--- src/hdl/lcd_pkg.sv ---
package lcd_pkg;

    localparam int LCD_COLS        = 16;
    localparam int HEX_DIGITS      = 8;
    localparam int POWERUP_PERIODS = 10;  // Strobe periods before the first command

    // Driver sequencing
    localparam int INIT_CMDS     = 5;
    localparam int REFRESH_STEPS = 2 * LCD_COLS + 2;  // Two addresses plus two rows

    typedef logic [7:0] lcd_char_t;

    // Column 0 in the top byte
    typedef logic [LCD_COLS*8-1:0] lcd_row_t;

    localparam lcd_char_t CHAR_SPACE = 8'h20;

    // HD44780 commands
    localparam lcd_char_t CMD_FUNCTION_SET = 8'h38;  // 8-bit bus, 2 lines, 5x7
    localparam lcd_char_t CMD_DISP_OFF     = 8'h08;
    localparam lcd_char_t CMD_CLEAR        = 8'h01;
    localparam lcd_char_t CMD_ENTRY_MODE   = 8'h06;
    localparam lcd_char_t CMD_DISP_ON      = 8'h0C;  // No cursor
    localparam lcd_char_t CMD_ROW1_ADDR    = 8'h80;
    localparam lcd_char_t CMD_ROW2_ADDR    = 8'hC0;

    typedef struct packed {
        lcd_row_t row_1;
        lcd_row_t row_2;
    } lcd_frame_t;

    // One character write into the frame store
    typedef struct packed {
        logic      en;
        logic      row;   // 0 is the first row
        logic [3:0] col;
        lcd_char_t ch;
    } char_wr_t;

    typedef struct packed {
        logic        row;
        logic        half;   // 1 selects columns 8 to 15
        logic [31:0] value;
    } hex_req_t;

    // LCD pins, R/W is tied low on the board
    typedef struct packed {
        logic      en;
        logic      rs;
        lcd_char_t data;
    } lcd_bus_t;

endpackage

--- src/hdl/hex_text_writer.sv ---
`timescale 1ns/10ps

module hex_text_writer (
    input  logic              clk,
    input  logic              rst,
    input  logic              load,
    input  lcd_pkg::hex_req_t req,
    output logic              busy,
    output lcd_pkg::char_wr_t wr
);
    import lcd_pkg::*;

    logic        row_q;
    logic        half_q;
    logic [2:0]  col_cnt;
    logic [31:0] value_q;

    function automatic lcd_char_t hex_ascii(input logic [3:0] nib);
        if (nib < 4'd10) begin
            return 8'h30 + {4'h0, nib};
        end
        return 8'h37 + {4'h0, nib};  // Upper case A to F
    endfunction

    // Busy runs while the column counter steps through eight digits
    always_ff @(posedge clk) begin
        if (!rst) begin
            busy    <= 1'b0;
            col_cnt <= 3'd0;
        end else if (busy) begin
            col_cnt <= col_cnt + 3'd1;
            if (col_cnt == 3'(HEX_DIGITS - 1)) begin
                busy <= 1'b0;
            end
        end else if (load) begin
            busy    <= 1'b1;
            col_cnt <= 3'd0;
        end
    end

    // Request capture, then one nibble out per cycle
    always_ff @(posedge clk) begin
        if (!busy && load) begin
            row_q   <= req.row;
            half_q  <= req.half;
            value_q <= req.value;
        end else if (busy) begin
            value_q <= {value_q[27:0], 4'h0};
        end
    end

    always_comb begin
        wr.en  = busy;
        wr.row = row_q;
        wr.col = {half_q, col_cnt};            // Half picks column 0 or 8
        wr.ch  = hex_ascii(value_q[31:28]);    // Most significant nibble first
    end

endmodule

--- src/hdl/frame_buffer.sv ---
`timescale 1ns/10ps

module frame_buffer (
    input  logic                clk,
    input  logic                rst,
    input  lcd_pkg::char_wr_t   wr,
    input  logic                frame_sync,
    output lcd_pkg::lcd_frame_t frame
);
    import lcd_pkg::*;

    lcd_frame_t back;
    lcd_frame_t back_next;
    lcd_frame_t front;

    // Column 0 sits in the top byte, so the byte index is the inverted column
    always_comb begin
        back_next = back;
        if (wr.en) begin
            if (wr.row) begin
                back_next.row_2[{~wr.col, 3'b000} +: 8] = wr.ch;
            end else begin
                back_next.row_1[{~wr.col, 3'b000} +: 8] = wr.ch;
            end
        end
    end

    always_ff @(posedge clk) begin
        if (!rst) begin
            back <= {(2 * LCD_COLS){CHAR_SPACE}};
        end else begin
            back <= back_next;
        end
    end

    // Commit at the start of a refresh pass, including a write on the same edge
    always_ff @(posedge clk) begin
        if (!rst) begin
            front <= {(2 * LCD_COLS){CHAR_SPACE}};
        end else if (frame_sync) begin
            front <= back_next;
        end
    end

    assign frame = front;

endmodule

--- src/hdl/lcd1602_driver.sv ---
`timescale 1ns/10ps

module lcd1602_driver #(
    parameter int clk_div = 24_000
) (
    input  logic                clk,
    input  logic                rst,
    input  lcd_pkg::lcd_frame_t frame,
    output logic                frame_sync,
    output lcd_pkg::lcd_bus_t   lcd
);
    import lcd_pkg::*;

    logic [$clog2(POWERUP_PERIODS * clk_div)-1:0] pwr_cnt;
    logic [$clog2(clk_div)-1:0]                   period_cnt;
    logic                                         delay_done;
    logic                                         tick;

    logic      in_init;
    logic [5:0] step;
    logic      started;    // First byte is on the bus
    logic      rs_q;
    lcd_char_t data_q;

    logic      next_rs;
    lcd_char_t next_data;
    logic [3:0] char_col;
    lcd_row_t  char_row;

    assign delay_done = (pwr_cnt == POWERUP_PERIODS * clk_div - 1);

    // Power-up wait, holds at the last count
    always_ff @(posedge clk) begin
        if (!rst) begin
            pwr_cnt <= '0;
        end else if (!delay_done) begin
            pwr_cnt <= pwr_cnt + 1'b1;
        end
    end

    always_ff @(posedge clk) begin
        if (!rst) begin
            period_cnt <= '0;
        end else if (delay_done) begin
            if (period_cnt == clk_div - 1) begin
                period_cnt <= '0;
            end else begin
                period_cnt <= period_cnt + 1'b1;
            end
        end else begin
            period_cnt <= '0;
        end
    end

    assign tick = delay_done && (period_cnt == clk_div - 1);  // Period end, next byte loads

    assign frame_sync = tick && !in_init && (step == 6'd0);

    // Column and row for character steps
    always_comb begin
        if (step <= 6'(LCD_COLS)) begin
            char_col = 4'(step - 6'd1);
            char_row = frame.row_1;
        end else begin
            char_col = 4'(step - 6'(LCD_COLS + 2));
            char_row = frame.row_2;
        end
    end

    always_comb begin
        next_rs   = 1'b0;
        next_data = CMD_FUNCTION_SET;
        if (in_init) begin
            case (step[2:0])
                3'd0:    next_data = CMD_FUNCTION_SET;
                3'd1:    next_data = CMD_DISP_OFF;
                3'd2:    next_data = CMD_CLEAR;
                3'd3:    next_data = CMD_ENTRY_MODE;
                default: next_data = CMD_DISP_ON;
            endcase
        end else if (step == 6'd0) begin
            next_data = CMD_ROW1_ADDR;
        end else if (step == 6'(LCD_COLS + 1)) begin
            next_data = CMD_ROW2_ADDR;
        end else begin
            next_rs   = 1'b1;
            next_data = char_row[{~char_col, 3'b000} +: 8];
        end
    end

    // Step sequencer, init runs once and the refresh loop wraps
    always_ff @(posedge clk) begin
        if (!rst) begin
            in_init <= 1'b1;
            step    <= 6'd0;
            started <= 1'b0;
            rs_q    <= 1'b0;
            data_q  <= 8'h00;
        end else if (tick) begin
            started <= 1'b1;
            rs_q    <= next_rs;
            data_q  <= next_data;
            if (in_init) begin
                if (step == 6'(INIT_CMDS - 1)) begin
                    in_init <= 1'b0;
                    step    <= 6'd0;
                end else begin
                    step <= step + 6'd1;
                end
            end else if (step == 6'(REFRESH_STEPS - 1)) begin
                step <= 6'd0;
            end else begin
                step <= step + 6'd1;
            end
        end
    end

    // En high in the first half of each period, silent before the first byte
    always_comb begin
        lcd.en   = started && (period_cnt < clk_div / 2);
        lcd.rs   = rs_q;
        lcd.data = data_q;
    end

endmodule

--- src/hdl/lcd_display_top.sv ---
`timescale 1ns/10ps

module lcd_display_top #(
    parameter int clk_div = 24_000  // Clock cycles per LCD strobe
) (
    input  logic              clk,
    input  logic              rst,
    input  logic              load,
    input  lcd_pkg::hex_req_t req,
    output logic              busy,
    output lcd_pkg::lcd_bus_t lcd
);
    import lcd_pkg::*;

    char_wr_t   wr;
    lcd_frame_t frame;
    logic       frame_sync;

    hex_text_writer writer0 (
        .clk  (clk),
        .rst  (rst),
        .load (load),
        .req  (req),
        .busy (busy),
        .wr   (wr)
    );

    frame_buffer buffer0 (
        .clk        (clk),
        .rst        (rst),
        .wr         (wr),
        .frame_sync (frame_sync),
        .frame      (frame)
    );

    lcd1602_driver #(
        .clk_div (clk_div)
    ) driver0 (
        .clk        (clk),
        .rst        (rst),
        .frame      (frame),
        .frame_sync (frame_sync),
        .lcd        (lcd)
    );

endmodule

--- config.mk ---
export PLATFORM = sky130hd
export DESIGN_NAME = lcd_display_top
export DESIGN_NICKNAME = d
export VERILOG_FILES = /design/src/hdl/lcd_pkg.sv /design/src/hdl/hex_text_writer.sv /design/src/hdl/frame_buffer.sv /design/src/hdl/lcd1602_driver.sv /design/src/hdl/lcd_display_top.sv
export SDC_FILE = /design/constraint.sdc
export NUM_CORES = 1
export LEC_CHECK = 0
export BUFFER_PORTS_ARGS = -buffer_cell sky130_fd_sc_hd__buf_2
export CAP_MARGIN = 20
export CORE_MARGIN = 4
export CORE_UTILIZATION = 35
export CTS_CLUSTER_SIZE = 25
export DETAILED_ROUTE_END_ITERATION = 8
export GPL_TIMING_DRIVEN = 0
export HOLD_SLACK_MARGIN = 0.12
export SYNTH_ARGS = -nofsm -noshare
export SYNTH_HDL_FRONTEND = slang
export SYNTH_SLANG_ARGS = --single-unit
--- constraint.sdc ---
create_clock -name clk -period 6.82 [get_ports clk]
set_input_delay 1.364 -clock clk [delete_from_list [all_inputs] [get_ports clk]]
set_output_delay 1.364 -clock clk [all_outputs]
set_load 0.05 [all_outputs]
==> flow_summary.ini <==
[floorplanning]
design.core.area_sq_mm = 0.0699
rows = 97
die_h_um = 273
die_w_um = 273
pin_count = 48
die_area_sq_mm = 0.0747
start_util_pct = 35.3

[logic_synthesis]
synth_cell_type_count = 67
ys_seq_area_share_pct = 50.1
syn-num-nets = 2648
syn_inst = 2596
yosys_warnings = 0
async_flop_share_pct = 0
synth_edf_count = 34
synth_flop_cell = dfxtp_1
syn_area_sq_mm = 0.0246
ys_seq_elements = 600
avgSynthCellArea_sq_um = 9.49

[sta]
period_share_pct = 81.7
hold_violations = 0
period_needed_ps = 5570
fin_tns_setup_ps = 0
worstMarginPinSlew_ps = 1300
maxSlewHeadroom_pct = 13.4
drv_slew = 0
skew_ps = 28.1
rsz0062_at_grt = false
setup_ws_ps = 1250
fmax_ghz = 0.179
timing.hold.ws_ps = 451
setup_viol_count_final = 0

[run]
maxCapViolations = 0

[power]
ir_worst_vdd_uv = 161
seqPwrFrac_pct = 46.9
p_switching_w = 0.00185
p_total_w = 0.00766
p_per_area_mw_per_mm2 = 270
leakage_nw = 9.87
p_int_w = 0.00581
combPwrFrac_pct = 5.5
swShare_pct = 24.2
clock_power_share_pct = 47.6

[critical_path]
crit_end = driver0.data_q[2]
cp.depth = 14
cpMaxStageDelayCell = buf_2
crit_chain = buf_2 -> inv_1 -> buf_2 -> buf_2 -> ha_1 -> nand2b_1 -> o22ai_4 -> buf_4 -> buf_2 -> mux4_2 -> mux2i_1 -> nor3_1 -> a21oi_1 -> o31ai_1
cp_common_cell = buf_2
arrival_ps = 6060
path_buf_inv = 6
r2r_slack_ps = 1250
r2r_start = driver0.step[0]
critPathMaxFanout = 12
crit_family = buffers and inverters
cpPeakStageDelay_ps = 660
critPathLaunch = driver0.step[0]
worstReg2RegEnd = driver0.data_q[2]
reg2regPathDepth = 14
critPathLaunchType = flip-flop
crit_required_ps = 7310
critPathCaptureType = flip-flop
critPathKind = flip-flop to flip-flop

[cts]
cts-root-buf = clkbuf_16
clkTransAtPathRegs_ps = 60
clock_path_buffers = 3
cts-resized-gates = 0
cts_sinks = 600
postCtsHoldBufs = 0
h-tree-depth = 3
cts_buffers = 66
tritoncts = built
postCtsSetupBuffers = 0
clock_latency_ps = 610

[placed_design]
gp_congestion = 0.990
portBuffers = 47
dp_worst_setup_slack_ps = 1530
dp_hpwl_um = 62700

[grt]
grt_start_max_net_pins = 20
grt_pass1_wl_um = 128000
grt_pass1_vias = 19000
grt_overflow_total = 0
track_usage_pct = 23.0
antenna_found_initial = 3

[drt]
drtIter0Drc = 2305
routed_via_density = 5.49
drc = 0
routedWlPerCell_um = 23.7
vias = 20400
dr.pass1.iters = 6
postRouteAntennaNets = 0
wl_um = 88100

[status]
status = completed

[cells_and_area]
diodes = 0
num-nets-final = 2771
drive_gt1_share_pct = 14.6
area_delta_synth_final_pct = 15.1
final_util_pct = 40.6

[worst_hold_path]
hold_class = flip-flop to flip-flop
## cells in the final DEF (no fill, tap or decap), drive strengths merged, types with 8 or more instances in the layout
master  Yosys  final
nor3b      15     15
xnor2      17     17
and3       32     32
nor4       21     21
nand2b      9      9
nand3b     17     17
clkinv      0      8
a211oi    134    134
o21ai      76     76
nand3      52     52
mux4       61     61
o21a       29     29
nor2      445    445
xor2       17     17
inv        16     23
buf        83    137
mux2       38     38
clkbuf    134    234
a21oi     152    152
nand4      15     15
mux2i      98     98
ha         15     15
and2       30     30
nor3       61     61
dfxtp     566    566
edfxtp     34     34
o211ai     46     46
nand2     312    312
## synthesized netlist by cell type, types with 18 or more instances
library cell / n / share of area (%)
buf_4: 18 / 0.55
a211oi_1: 86 / 2.6
o21a_1: 29 / 0.88
o21ai_0: 76 / 1.5
nor3_1: 59 / 1.2
edfxtp_1: 34 / 4.1
a211oi_2: 48 / 2.4
o211ai_1: 46 / 1.4
mux2_2: 38 / 1.7
nand2_1: 312 / 4.8
nand3_1: 52 / 1.1
a21oi_1: 152 / 3.1
and2_1: 30 / 0.76
buf_2: 49 / 0.99
dfxtp_1: 566 / 46
and3_1: 32 / 0.81
clkbuf_1: 134 / 2.0
mux2i_1: 98 / 4.0
mux4_2: 61 / 5.6
nor2_1: 445 / 6.8
## per-stage QoR
step / area, sq um / instances
2_1_floorplan: 24600 / 2596
3_3_place_gp: 26100 / 3583
3_5_place_dp: 26200 / 3590
4_1_cts: 28400 / 3708
5_1_grt: 28400 / 3709
6_report: 28400 / 3709
## worst reg2reg max path, delay by kind of cell, from the launching register on
kind,cells,cell delay [ps]
buf+inv,6,2880
simple gates,2,230
fa+ha+maj,1,280
flops,1,330
compound gates,3,950
mux,2,770
## area by class of cell
type	instances	area [sq um]
plain buffers	217	1070
inverters	16	60.1
well taps	940	1180
clock inverters	19	230
fillers	6984	41500
multi-input cells	1763	11200
flip-flops and latches	600	12400
repair buffers	55	340
clock buffers	99	1950
## power groups by stage
stage / clock [W] / combinational [W] / sequential (W)
2_1_floorplan: 0 / 0.000193 / 0.00366
3_5_place_dp: 0 / 0.000412 / 0.00367
5_1_grt: 0.00382 / 0.000432 / 0.00359
3_3_place_gp: 0 / 0.000390 / 0.00367
6_report: 0.00365 / 0.000420 / 0.00359
4_1_cts: 0.00368 / 0.000413 / 0.00359
## cell families (layout without fill, tap and decap cells)
family,count (synthesis),count (layout),synth area share [%]
buffers and inverters,233,406,4.59
and+or+nand+nor,1038,1038,18.7
AOI/OAI and AO/OA,479,479,13.4
DFF,600,600,50.1
adders and majority gates,15,15,0.761
xor gates and xnor gates,34,34,1.21
muxes,197,197,11.3
## worst min path at each step
stage | from | endpoint | cells after the start
after CTS | buffer0.frame[143] | buffer0.frame[143] | 2
after floorplan | buffer0.frame[135] | buffer0.frame[135] | 2
final | buffer0.frame[199] | buffer0.frame[199] | 2
after detailed placement | buffer0.frame[199] | buffer0.frame[199] | 2
after global routing | buffer0.frame[124] | buffer0.frame[124] | 2
after global placement | buffer0.frame[87] | buffer0.frame[87] | 2
## routing by layer
metal	up-vias	wire, um	global-route usage, %
li1	9335	-	-
met3	203	8690	5.67
met1	9838	36700	30.7
met4	0	3980	9.18
met5	-	0	0
met2	989	38700	36.0
## registers in the layout, indices dropped and copies added, names as in the netlist
signal              count
driver0.in_init         1
writer0.row_q           1
buffer0.back          256
writer0.col_cnt         3
driver0.data_q          8
driver0.started         1
writer0.value_q        32
writer0.busy            1
driver0.rs_q            1
buffer0.frame         256
driver0.period_cnt     15
driver0.pwr_cnt        18
driver0.step            6
writer0.half_q          1
Power figures use the tool's default switching activity.
